**config.mk**
```make
export PLATFORM = sky130hd
export DESIGN_NAME = alu
export DESIGN_NICKNAME = d
export VERILOG_FILES = /design/src/core_ctrl_pkg.sv /design/src/riscv_isa_pkg.sv /design/src/alu.sv
export SDC_FILE = /design/constraint.sdc
export NUM_CORES = 1
export LEC_CHECK = 0
export CAP_MARGIN = 10
export CORE_ASPECT_RATIO = 0.8
export CORE_MARGIN = 2
export CORE_UTILIZATION = 55
export DETAILED_ROUTE_END_ITERATION = 6
export DONT_BUFFER_PORTS = 1
export PLACE_DENSITY = 0.7
export RECOVER_POWER = 25
export SYNTH_ARGS = -nofsm -noshare
export SYNTH_HDL_FRONTEND = slang
export SYNTH_SLANG_ARGS = --single-unit
```
**constraint.sdc**
```tcl
create_clock -name vclk -period 6.6
set_clock_uncertainty 0.05 [all_clocks]
set_input_delay 0.33 -clock vclk [all_inputs]
set_output_delay 0.33 -clock vclk [all_outputs]
set_load 0.02 [all_outputs]
```
**src/core_ctrl_pkg.sv**
```systemverilog
`default_nettype none

package core_ctrl_pkg;

    // ALU operation codes
    typedef enum logic [3:0] {
        alu_add  = 4'b0000,
        alu_sub  = 4'b0001,
        alu_and  = 4'b0010,
        alu_or   = 4'b0011,
        alu_xor  = 4'b0100,
        alu_sltu = 4'b1001,
        alu_slt  = 4'b1010,
        alu_sll  = 4'b1101,
        alu_srl  = 4'b1110,
        alu_sra  = 4'b1111
    } alu_op_t;

    // Data memory geometry
    localparam int dmem_words     = 256;
    localparam int dmem_addr_bits = $clog2(dmem_words);

    // Fetch starts here after reset
    localparam logic [31:0] reset_pc = 32'h0000_0000;

endpackage

`default_nettype wire

```
**src/riscv_isa_pkg.sv**
```systemverilog
`default_nettype none

package riscv_isa_pkg;

    localparam int xlen          = 32;
    localparam int reg_addr_bits = 5;

    typedef logic [xlen-1:0]          word_t;
    typedef logic [reg_addr_bits-1:0] reg_addr_t;

    // Field positions in the instruction word
    localparam int opc_lsb    = 0;
    localparam int opc_bits   = 7;
    localparam int rd_lsb     = 7;
    localparam int f3_lsb     = 12;
    localparam int f3_bits    = 3;
    localparam int rs1_lsb    = 15;
    localparam int rs2_lsb    = 20;
    localparam int f7_alt_bit = 30;     // Selects SUB and SRA

    localparam logic [opc_bits-1:0] opc_rtype  = 7'b0110011;
    localparam logic [opc_bits-1:0] opc_itype  = 7'b0010011;
    localparam logic [opc_bits-1:0] opc_load   = 7'b0000011;
    localparam logic [opc_bits-1:0] opc_store  = 7'b0100011;
    localparam logic [opc_bits-1:0] opc_branch = 7'b1100011;

    // ALU funct3, shared by register and immediate forms
    localparam logic [f3_bits-1:0] f3_add_sub = 3'b000;
    localparam logic [f3_bits-1:0] f3_sll     = 3'b001;
    localparam logic [f3_bits-1:0] f3_slt     = 3'b010;
    localparam logic [f3_bits-1:0] f3_sltu    = 3'b011;
    localparam logic [f3_bits-1:0] f3_xor     = 3'b100;
    localparam logic [f3_bits-1:0] f3_srl_sra = 3'b101;
    localparam logic [f3_bits-1:0] f3_or      = 3'b110;
    localparam logic [f3_bits-1:0] f3_and     = 3'b111;

    // Branch funct3
    localparam logic [f3_bits-1:0] f3_beq  = 3'b000;
    localparam logic [f3_bits-1:0] f3_bne  = 3'b001;
    localparam logic [f3_bits-1:0] f3_blt  = 3'b100;
    localparam logic [f3_bits-1:0] f3_bge  = 3'b101;
    localparam logic [f3_bits-1:0] f3_bltu = 3'b110;
    localparam logic [f3_bits-1:0] f3_bgeu = 3'b111;

endpackage

`default_nettype wire

```
**src/alu.sv**
```systemverilog
`default_nettype none

module alu (
    input  riscv_isa_pkg::word_t   a,
    input  riscv_isa_pkg::word_t   b,
    input  core_ctrl_pkg::alu_op_t op,
    output riscv_isa_pkg::word_t   result,
    output logic                   zero
);
    import riscv_isa_pkg::*;
    import core_ctrl_pkg::*;

    logic [4:0] shamt;
    logic       lt_signed;
    logic       lt_unsigned;

    assign shamt       = b[4:0];
    assign lt_signed   = $signed(a) < $signed(b);
    assign lt_unsigned = a < b;

    always_comb begin
        case (op)
            alu_add:  result = a + b;
            alu_sub:  result = a - b;
            alu_and:  result = a & b;
            alu_or:   result = a | b;
            alu_xor:  result = a ^ b;
            alu_slt:  result = {{(xlen-1){1'b0}}, lt_signed};
            alu_sltu: result = {{(xlen-1){1'b0}}, lt_unsigned};
            alu_sll:  result = a << shamt;
            alu_srl:  result = a >> shamt;
            alu_sra:  result = $signed(a) >>> shamt;   // Keeps sign bit
            default:  result = '0;
        endcase
    end

    // Used by branches only
    assign zero = (result == '0);

endmodule

`default_nettype wire

```
Yosys cells after proc, flatten, opt, wreduce, memory -nomap -nowiden:

Cells that the tools add are included.

* add/subtract/negate cells: 2
* order comparisons: 2
* eq/ne operators: 9
* shifts and indexed selects: 3
* mux-type cells: 1
* bitwise gates (word level): 3
* reductions and logical operators: 2

Operators with widths (number)
* $pmux W32 S10: 1
* $lt A32 B32 Y1: 2
* $add A32 B32 Y32: 1
* $and A32 B32 Y32: 1
* $logic_not A32 Y1: 1
* $or A32 B32 Y32: 1
* $shl A32 B5 Y32: 1
* $shr A32 B5 Y32: 1
* $sshr A32 B5 Y32: 1
* $sub A32 B32 Y32: 1
* $xor A32 B32 Y32: 1
* $eq A4 B4 Y1 const B: 5
* $eq A4 B2 Y1 const B: 2
* $eq A4 B1 Y1 const B: 1
* $eq A4 B3 Y1 const B: 1
* $logic_not A4 Y1: 1

* bits in registers: 0
* input bits: 68

Depth between registers and ports, before layout:

Gate-level depths: netlist of the first run.

* depth in word-level cells: 3
* gate-level depth with buffers: 19
* depth with buffers taken out: 15

Worst setup path after synthesis of the first run:

OpenSTA, ideal clock, no wires.

* kind: input-to-output
* from: input port b[2]
* to: output port zero
* data arrival time: 6.043 ns
* required time: 6.220 ns
* path slack: 0.177 ns
* stages on the path: 19
* buffers on the path: 6
* path through: clkbuf_1 -> inv_1 -> clkbuf_1 -> buf_2 -> buf_1 -> clkbuf_1 -> ha_1 -> buf_2 -> nor2b_1 -> o311ai_2 -> a2111oi_0 -> a211oi_2 -> o21ai_1 -> mux2_2 -> or4_1 -> or4_1 -> or4_1 -> nor4_1 -> and4b_1

* word-level cells in the longest chain between the ends: 3
* elaborated cells between the ends (all ways): 12
* those cells by class: add/sub (2); order compare (2); shift (3); mux (1); bitwise (3); reduce/logical (1)

RTL lines
* from (decl): RTL line alu.sv:5 `input riscv_isa_pkg::word_t b,`
* $sub A32 B32 Y32 (tied with other cells): RTL line alu.sv:24 `alu_sub: result = a - b;`
* $pmux W32 S10 (*): RTL line alu.sv:22 `case (op)`
* net result[22]: RTL line alu.sv:7 `output riscv_isa_pkg::word_t result,`
* $logic_not A32 Y1 (*): RTL line alu.sv:38 `assign zero = (result == '0);`
* to (decl): RTL line alu.sv:8 `output logic zero`

Mark *: on every way through the listed nets, which the timed path passes. The rest lies on a longest branch.

Worst setup path after layout of the first run:

* from: input port a[0]
* to: output port zero

* word-level cells in the longest chain between the ends: 3
* elaborated cells between the ends (all ways): 12
* those cells by class: add/sub (2); order compare (2); shift (3); mux (1); bitwise (3); reduce/logical (1)

RTL lines
* from (decl): RTL line alu.sv:4 `input riscv_isa_pkg::word_t a,`
* $sub A32 B32 Y32 (tied with other cells): RTL line alu.sv:24
* $pmux W32 S10 (*): RTL line alu.sv:22
* $logic_not A32 Y1 (*): RTL line alu.sv:38

Every way passes the cells marked *; elsewhere a longest branch is shown, timed or not.

==> impl_metrics.py, run 1 <==
metrics = {
    "run_status": {
        "status": "complete, no violations",
    },
    "timing": {
        "fmax_ghz": 0.171,
        "finalWorstSetupSlack_ns": 0.742,
        "worst_pin_slew_ns": 0.978,
        "fin_crit_sh_pct": 88.8,
        "setup_viol": 0,
        "fin_crit_ns": 5.86,
        "fin_setup_tns_ns": 0,
        "max_slew_margin_pct": 34.1,
        "finalMaxSlewViolations": 0,
        "hold_violations": 0,
        "rsz0062_at_grt": "no",
    },
    "pwr": {
        "comb_power_share_pct": 100.0,
        "switching_share_pct": 65.0,
        "pwr-share-seq_pct": 0,
        "peakVddDrop_mv": 0.0452,
        "p_leak_nw": 3.95,
        "p_clk_share_pct": 0,
        "internal_power_mw": 0.295,
        "p_per_area_nw_per_um2": 88.1,
        "power.switching_mw": 0.548,
    },
    "layout": {
        "fill_cells": 1697,
        "syn2layout_area_growth_pct": 0.157,
        "seq_cells": 0,
        "drive_gt1_share_pct": 9.43,
        "finalInstanceArea_sq_um": 9570,
        "multi_input_area_sq_um": 8770,
        "regArea_sq_um": 0,
        "nets": 1441,
        "clkbuf_count": 0,
    },
    "routing": {
        "wl_met3_microns": 8610,
        "met2_wirelength_microns": 17500,
        "vias": 11900,
        "wl_per_cell_microns": 30.7,
        "ant_nets": 0,
        "detailedRoute.firstPassIterationCount": 7,
        "viasPerCell": 7.96,
        "drt-met1-wl_microns": 18200,
        "top_layer_used": "met5",
        "routed_wl_microns": 46000,
        "drc": 0,
        "drt_iter0_markers": 2028,
    },
    "worst_hold_path": {
        "min_to": "result[5]",
        "min_path_type": "primary input to output pin",
        "worstHoldPathCells": 1,
        "min_from": "b[4]",
    },
    "synthesis": {
        "synthesis.area_sq_um": 9560,
        "yosysSeqAreaShare_pct": 0,
        "synth_area_leaders": "ha_1, mux4_2, mux2i_1, a21oi_1, nand2_1",
        "syn_inst": 1358,
        "synth_commonest_cells": "nand2_1, nor2_1, a21oi_1",
        "ys_types": 88,
        "synth_area_leader_cell": "ha_1",
        "yosysMostFrequentCell": "nand2_1",
        "synth.avg_cell_area_sq_um": 7.04,
        "yosys_warnings": 0,
        "synth_top_cell_area_share_pct": 12.7,
        "syn_nets": 1525,
    },
    "setup_path": {
        "critPathTopFamily": "simple AND/OR/NAND/NOR gates",
        "cp.buffers_inverters": 3,
        "crit_path_end_kind": "output pin",
        "path_max_fanout": 5,
        "crit_path_max_incr_delay_ns": 0.74,
        "path_class": "primary input to output pin",
        "cp.required_ns": 6.22,
        "cp-startpoint": "a[0]",
        "cpMaxStageDelayCell": "o311ai_0",
        "path_cells": "inv_1 -> ha_1 -> inv_1 -> fa_1 -> nor2b_1 -> o311ai_0 -> a2111oi_0 -> buf_4 -> a211oi_2 -> o21ai_1 -> mux2_2 -> or4_1 -> or4_1 -> or4_1 -> nor4_1 -> and4b_1",
        "crit_arrival_ns": 5.48,
        "path_common_cell": "or4_1",
        "crit_path_start_kind": "primary input",
    },
    "floorplan": {
        "core_region_area_sq_um": 17200,
        "die_h_microns": 122,
        "row_count": 43,
        "io_pins": 101,
        "dieArea_sq_um": 18500,
        "die_w_microns": 151,
        "start_util_pct": 55.7,
    },
    "global_route": {
        "grt_max_degree": 86,
        "grt_pass1_wl_microns": 66700,
        "antenna_found_initial": 1,
        "first_global_vias": 10500,
        "gr-usage-all-layers_pct": 47.9,
        "grt.overflow.total": 0,
    },
    "placed_design": {
        "gp_congestion": 1.11,
        "placed_cell_area_sq_um": 9590,
        "hpwl_microns": 35200,
        "pre_cts_slack_ns": 1.28,
        "numPortBuffers": 0,
    },
    "run": {
        "drv_cap": 0,
    },
    "clock_network": {
        "hold_buffers": 0,
        "cts_resized": 0,
        "cts_setup_buffers": 0,
    },
}
-- metrics by stage --
| step | hold WS [ns] | power, mW | instances | utilization (%) |
|---|---|---|---|---|
| 2_1_floorplan | 1.03 | 0.617 | 1358 | - |
| 3_3_place_gp | 0.901 | 0.795 | 1497 | 55.9 |
| 3_5_place_dp | 0.894 | 0.793 | 1497 | 55.9 |
| 4_1_cts | 0.899 | 0.798 | 1497 | 55.9 |
| 5_1_grt | 0.904 | 0.877 | 1497 | 55.8 |
| 6_report | 0.910 | 0.843 | 1498 | 55.8 |
-- worst max-delay path by stage --
stage                      end  slack, ns  depth (start not counted)
after floorplan           zero       0.18                         19
after global placement    zero       1.27                         15
after detailed placement  zero       1.28                         15
after CTS                 zero       1.24                         15
after global routing      zero       0.55                         16
final                     zero       0.74                         16
-- routing by layer --
metal	track usage, %	up-vias
li1	-	5031
met1	70.2	5638
met2	62.6	1093
met3	20.2	159
met4	14.3	2
met5	0	-
-- cells by family after synthesis --
logic type | Yosys count | synth area share [%]
buffers and inverters | 204 | 8.22
AND/OR/NAND/NOR | 452 | 23.0
adder cells (fa/ha/maj) | 99 | 13.1
XOR/XNOR | 6 | 0.550
AO/OA/AOI/OAI | 457 | 34.0
multiplexers | 140 | 21.1
-- power by group through the flow --
stage               clock network, mW  logic (mW)  registers [mW]
floorplan                           0       0.617               0
global placement                    0       0.795               0
detailed placement                  0       0.793               0
CTS                                 0       0.798               0
global route                        0       0.877               0
finish                 0.000000000401       0.843               0
-- layout by cell type, fill, tap and decap left out, types with 9 or more instances in the layout --
cell / instances
nor4_1: 16
buf_4: 21
a21oi_1: 108
mux2_2: 29
ha_1: 97
nand3_1: 39
mux4_2: 46
nand4_1: 14
o21ai_0: 58
o31ai_1: 9
nand2_1: 131
and3_1: 14
nor2b_1: 18
o211ai_1: 24
a21o_1: 15
nand2b_1: 13
a211o_1: 15
and2_1: 11
a211oi_1: 30
a22oi_1: 17
a31oi_1: 21
o221ai_1: 14
mux2i_1: 62
a2111oi_0: 11
o21bai_1: 12
nor3_1: 29
a221oi_1: 10
inv_1: 94
nor2_1: 119
o22ai_1: 11
or4_1: 10
-- area by class of cell --
type,instances,share of cell area (%)
multi-input cells,1154,91.6
inverters,97,3.80
well taps,225,2.94
repair buffers,21,1.65
diodes,1,0.0261
No activity file was read; power rests on OpenSTA's default activity.
==> run 2, diff against run 1 <==
--- a/config.mk
+++ b/config.mk
@@ -8,10 +8,11 @@
 export CAP_MARGIN = 10
 export CORE_ASPECT_RATIO = 0.8
 export CORE_MARGIN = 2
-export CORE_UTILIZATION = 55
+export CORE_UTILIZATION = 35
 export DETAILED_ROUTE_END_ITERATION = 6
 export DONT_BUFFER_PORTS = 1
-export PLACE_DENSITY = 0.7
+export MAX_ROUTING_LAYER = met4
+export PLACE_DENSITY = 0.49
 export RECOVER_POWER = 25
 export SYNTH_ARGS = -nofsm -noshare
 export SYNTH_HDL_FRONTEND = slang
==> run 2 against run 1 <==
Net effect: maximum frequency is 7.0% higher; flip-flop and latch count stayed put; die area is 55% higher; via count is 2.6% lower; utilization is 20 points lower; hold slack hardly changed; power is 1.6% lower; final area is 2.0% higher; routed wire length is 5.8% higher; combinational power is 2% lower; non-clock buffer count is 1 higher; clock-buffer cell count stayed put; largest power group unchanged.
==> impl_metrics.py, run 2 (synthesis results as in run 1) <==
metrics = {
    "run_status": {
        "status": "complete, no violations",
    },
    "floorplan": {
        "die_h_microns": 152,
        "die_w_microns": 189,
        "io_pins": 101,
        "core_region_area_sq_um": 27100,
        "dieArea_sq_um": 28700,
        "row_count": 54,
        "start_util_pct": 35.3,
    },
    "routing": {
        "viasPerCell": 7.09,
        "drt_iter0_markers": 1936,
        "wl_per_cell_microns": 29.7,
        "detailedRoute.firstPassIterationCount": 6,
        "ant_nets": 0,
        "routed_wl_microns": 48700,
        "drc": 0,
        "vias": 11600,
    },
    "setup_path": {
        "cp.required_ns": 6.22,
        "path_max_fanout": 5,
        "crit_path_start_kind": "primary input",
        "crit_path_max_incr_delay_ns": 0.59,
        "worstSetupPathDepth": 16,
        "path_common_cell": "or4_1",
        "crit_arrival_ns": 5.10,
        "critPathTopFamily": "simple AND/OR/NAND/NOR gates",
        "path_cells": "inv_1 -> ha_1 -> inv_1 -> fa_1 -> nor2b_1 -> o311ai_2 -> a2111oi_0 -> buf_4 -> a211oi_2 -> o21ai_1 -> mux2_2 -> or4_1 -> or4_1 -> or4_1 -> nor4_1 -> and4b_1",
        "path_class": "primary input to output pin",
        "cp.buffers_inverters": 3,
        "crit_path_end_kind": "output pin",
        "cpMaxStageDelayCell": "or4_1",
    },
    "pwr": {
        "p_leak_nw": 3.96,
        "peakVddDrop_mv": 0.0310,
        "p_per_area_nw_per_um2": 84.9,
    },
    "timing": {
        "setup_viol": 0,
        "hold_slack_ns": 0.910,
        "max_slew_margin_pct": 35.3,
        "finalMaxSlewViolations": 0,
        "fin_crit_sh_pct": 83.0,
        "rsz0062_at_grt": "no",
        "fmax_ghz": 0.183,
        "fin_crit_ns": 5.48,
        "fin_setup_tns_ns": 0,
        "worst_pin_slew_ns": 0.956,
        "hold_violations": 0,
    },
    "layout": {
        "layout_common_cells": "nand2_1, nor2_1, a21oi_1, ha_1, inv_1",
        "clkbuf_count": 0,
        "seq_cells": 0,
        "regArea_sq_um": 0,
        "drive_gt1_share_pct": 9.74,
        "layout_commonest_cell": "nand2_1",
        "syn2layout_area_growth_pct": 2.15,
        "nets": 1442,
        "diodes": 0,
        "fill_cells": 2899,
    },
    "placed_design": {
        "gp_congestion": 1.07,
        "numPortBuffers": 0,
        "hpwl_microns": 38000,
    },
    "global_route": {
        "grt.overflow.total": 0,
        "grt_pass1_wl_microns": 71600,
        "antenna_found_initial": 1,
        "first_global_vias": 10400,
        "gr-usage-all-layers_pct": 33.5,
        "grt_max_degree": 86,
    },
    "worst_hold_path": {
        "worstHoldPathCells": 1,
        "min_path_type": "primary input to output pin",
    },
    "clock_network": {
        "cts_setup_buffers": 0,
        "hold_buffers": 0,
        "cts_resized": 0,
    },
    "run": {
        "drv_cap": 0,
    },
}
run 2: cell types whose count changed in the layout (fill, tap and decap cells not counted), sizes merged:
cell | previous run | this run
diode | 1 | 0
buf | 21 | 22
run 2: area by class of cell:
class | instances | area, sq um | share of cell area, %
multi-input cells | 1154 | 8780 | 89.9
well taps | 364 | 455 | 4.66
inverters | 97 | 364 | 3.73
repair buffers | 22 | 165 | 1.69
run 2: final timing paths:
check / from / endpoint / slack (ns)
worst max-delay path: a[0] / zero / 1.12
worst min-delay path: b[4] / result[5] / 0.91
run 2: metal layers:
| metal | share of wire, % | routed length (microns) | track usage, % |
|---|---|---|---|
| met2 | 41 | 19800 | 46.0 |
| met3 | 13 | 6460 | 7.28 |
| met5 | 0 | 0 | - |
| met1 | 44 | 21500 | 50.5 |
| met4 | 1.9 | 916 | 4.80 |
run 2: power by group:
part	switching [mW]	total (mW)	leakage (nW)	internal (mW)
Sequential	0	0	0	0
Clock	0	0	0	0
Combinational	0.532	0.829	3.96	0.297
Total	0.532	0.829	3.96	0.297
run 2: metrics by stage:
| step | area, sq um | power [mW] | setup WS [ns] | instances | utilization, % |
|---|---|---|---|---|---|
| floorplan | 9560 | 0.617 | 0.177 | 1358 | - |
| global placement | 9770 | 0.806 | 1.21 | 1637 | 36.1 |
| detailed placement | 9770 | 0.797 | 1.21 | 1637 | 36.1 |
| CTS | 9770 | 0.803 | 1.18 | 1637 | 36.1 |
| global route | 9760 | 0.878 | 0.913 | 1637 | 36.0 |
| finish | 9760 | 0.829 | 1.12 | 1637 | 36.0 |
==> run 3, diff against run 2 <==
==> constraint.sdc (replaced) <==
create_clock -name vclk -period 5.3
set_clock_uncertainty 0.05 [all_clocks]
set_input_delay 0.265 -clock vclk [all_inputs]
set_output_delay 0.265 -clock vclk [all_outputs]
set_load 0.02 [all_outputs]
==> run 3 against run 2 <==
Net effect: setup slack worse by 1.1 ns; highest routed layer unchanged; power increased by 35%; combinational power increased by 35%; critical path depth decreased by 3; critical path type unchanged; non-clock buffer count rose by 51; largest cell class unchanged; via count rose by 2.0%; global-route usage up 2.0 points; sequential share of layout area unchanged; flip-flop and latch count unchanged.
==> impl_metrics.py, run 3 (synthesis results as in run 1) <==
metrics = {
    "run_status": {
        "status": "complete, no violations",
    },
    "setup_path": {
        "critPathTopFamily": "simple AND/OR/NAND/NOR gates",
        "cp.buffers_inverters": 1,
        "crit_path_end_kind": "output pin",
        "path_class": "primary input to output pin",
        "crit_path_start_kind": "primary input",
        "path_common_cell": "or4_1",
        "crit_path_max_incr_delay_ns": 0.58,
        "cp.required_ns": 4.99,
        "crit_arrival_ns": 4.92,
        "path_cells": "inv_2 -> ha_1 -> nor2_2 -> o311a_4 -> or4_4 -> a311oi_1 -> o21ai_2 -> mux2_4 -> or3_4 -> or4_1 -> or4_1 -> nor4_1 -> and4b_2",
        "worstSetupPathDepth": 13,
        "path_max_fanout": 60,
        "cpMaxStageDelayCell": "or4_4",
    },
    "global_route": {
        "grt.overflow.total": 0,
        "met2_usage_pct": 48.9,
        "use_met1_pct": 53.2,
        "grtUsageMet3_pct": 6.91,
        "gr-usage-all-layers_pct": 35.5,
        "antenna_found_initial": 0,
        "grt_pass1_wl_microns": 75200,
        "top_usage_layer": "met1",
        "grt_max_degree": 86,
        "first_global_vias": 10900,
    },
    "pwr": {
        "p_leak_nw": 4.19,
        "peakVddDrop_mv": 0.0443,
        "total_power_mw": 1.12,
        "p_per_area_nw_per_um2": 110,
    },
    "routing": {
        "drt_iter0_markers": 1896,
        "routed_wl_microns": 51100,
        "drc": 0,
        "wl_per_cell_microns": 30.3,
        "viasPerCell": 7.01,
        "ant_nets": 0,
        "vias": 11800,
        "detailedRoute.firstPassIterationCount": 6,
    },
    "floorplan": {
        "start_util_pct": 35.3,
        "core_region_area_sq_um": 27100,
        "dieArea_sq_um": 28700,
        "io_pins": 101,
        "row_count": 54,
        "die_h_microns": 152,
        "die_w_microns": 189,
    },
    "worst_hold_path": {
        "min_to": "result[4]",
        "min_path_type": "primary input to output pin",
        "worstHoldPathCells": 3,
        "min_from": "b[4]",
    },
    "timing": {
        "fin_crit_sh_pct": 98.7,
        "worst_pin_slew_ns": 1.03,
        "max_slew_margin_pct": 30.2,
        "fin_setup_tns_ns": 0,
        "rsz0062_at_grt": "no",
        "hold_violations": 0,
        "finalMaxSlewViolations": 0,
        "fin_crit_ns": 5.23,
        "setup_viol": 0,
        "fmax_ghz": 0.191,
    },
    "layout": {
        "layoutNonFillerInstCount": 1688,
        "nets": 1493,
        "seq_cells": 0,
        "layout_commonest_cell": "nand2_1",
        "diodes": 0,
        "clkbuf_count": 0,
        "syn2layout_area_growth_pct": 6.24,
        "layout_common_cells": "nand2_1, nor2_1, a21oi_1, ha_1, inv_1",
        "regArea_sq_um": 0,
        "drive_gt1_share_pct": 13.3,
    },
    "run": {
        "drv_cap": 0,
    },
    "clock_network": {
        "cts_resized": 0,
        "hold_buffers": 0,
        "cts_setup_buffers": 0,
    },
    "placed_design": {
        "hpwl_microns": 39800,
        "numPortBuffers": 0,
        "dpl.cell_count": 1688,
        "gp_congestion": 1.09,
    },
}
## run 3: where the power goes
group / internal (mW) / switching (mW) / leakage (nW)
combinational: 0.420 / 0.697 / 4.19
sequential: 0 / 0 / 0
clock: 0 / 0 / 0
total: 0.420 / 0.697 / 4.19
## run 3: worst min-delay path: stages
cell and delay [ns]:
nand2_1 0.04, a211oi_1 0.10, inv_1 0.19
## run 3: per-layer routing
metal,wire (microns),vias to the layer above
li1,-,5138
met1,22600,5799
met2,20800,824
met3,6620,75
met4,1070,0
met5,0,-
## run 3: per-stage QoR
step / hold slack, ns / util, % / setup WS (ns) / instance area, sq um
finish: 0.832 / 37.5 / 0.0679 / 10200
global route: 0.832 / 37.5 / 0.0187 / 10200
CTS: 0.811 / 37.6 / 0.154 / 10200
detailed placement: 0.809 / 37.6 / 0.173 / 10200
global placement: 0.803 / 37.6 / 0.209 / 10200
floorplan: 0.897 / - / 0.0165 / 9610
## run 3: final cells by class
type / instances / area [sq um]
well taps: 364 / 455
multi-input cells: 1154 / 8800
fillers: 2940 / 16900
inverters: 97 / 364
repair buffers: 73 / 541
## run 3: worst max-delay path by stage
stage          slack, ns   end  from
5_1_grt             0.02  zero  a[0]
3_5_place_dp        0.17  zero  a[0]
4_1_cts             0.15  zero  a[0]
3_3_place_gp        0.21  zero  a[0]
2_1_floorplan       0.02  zero  b[2]
6_report            0.07  zero  b[1]
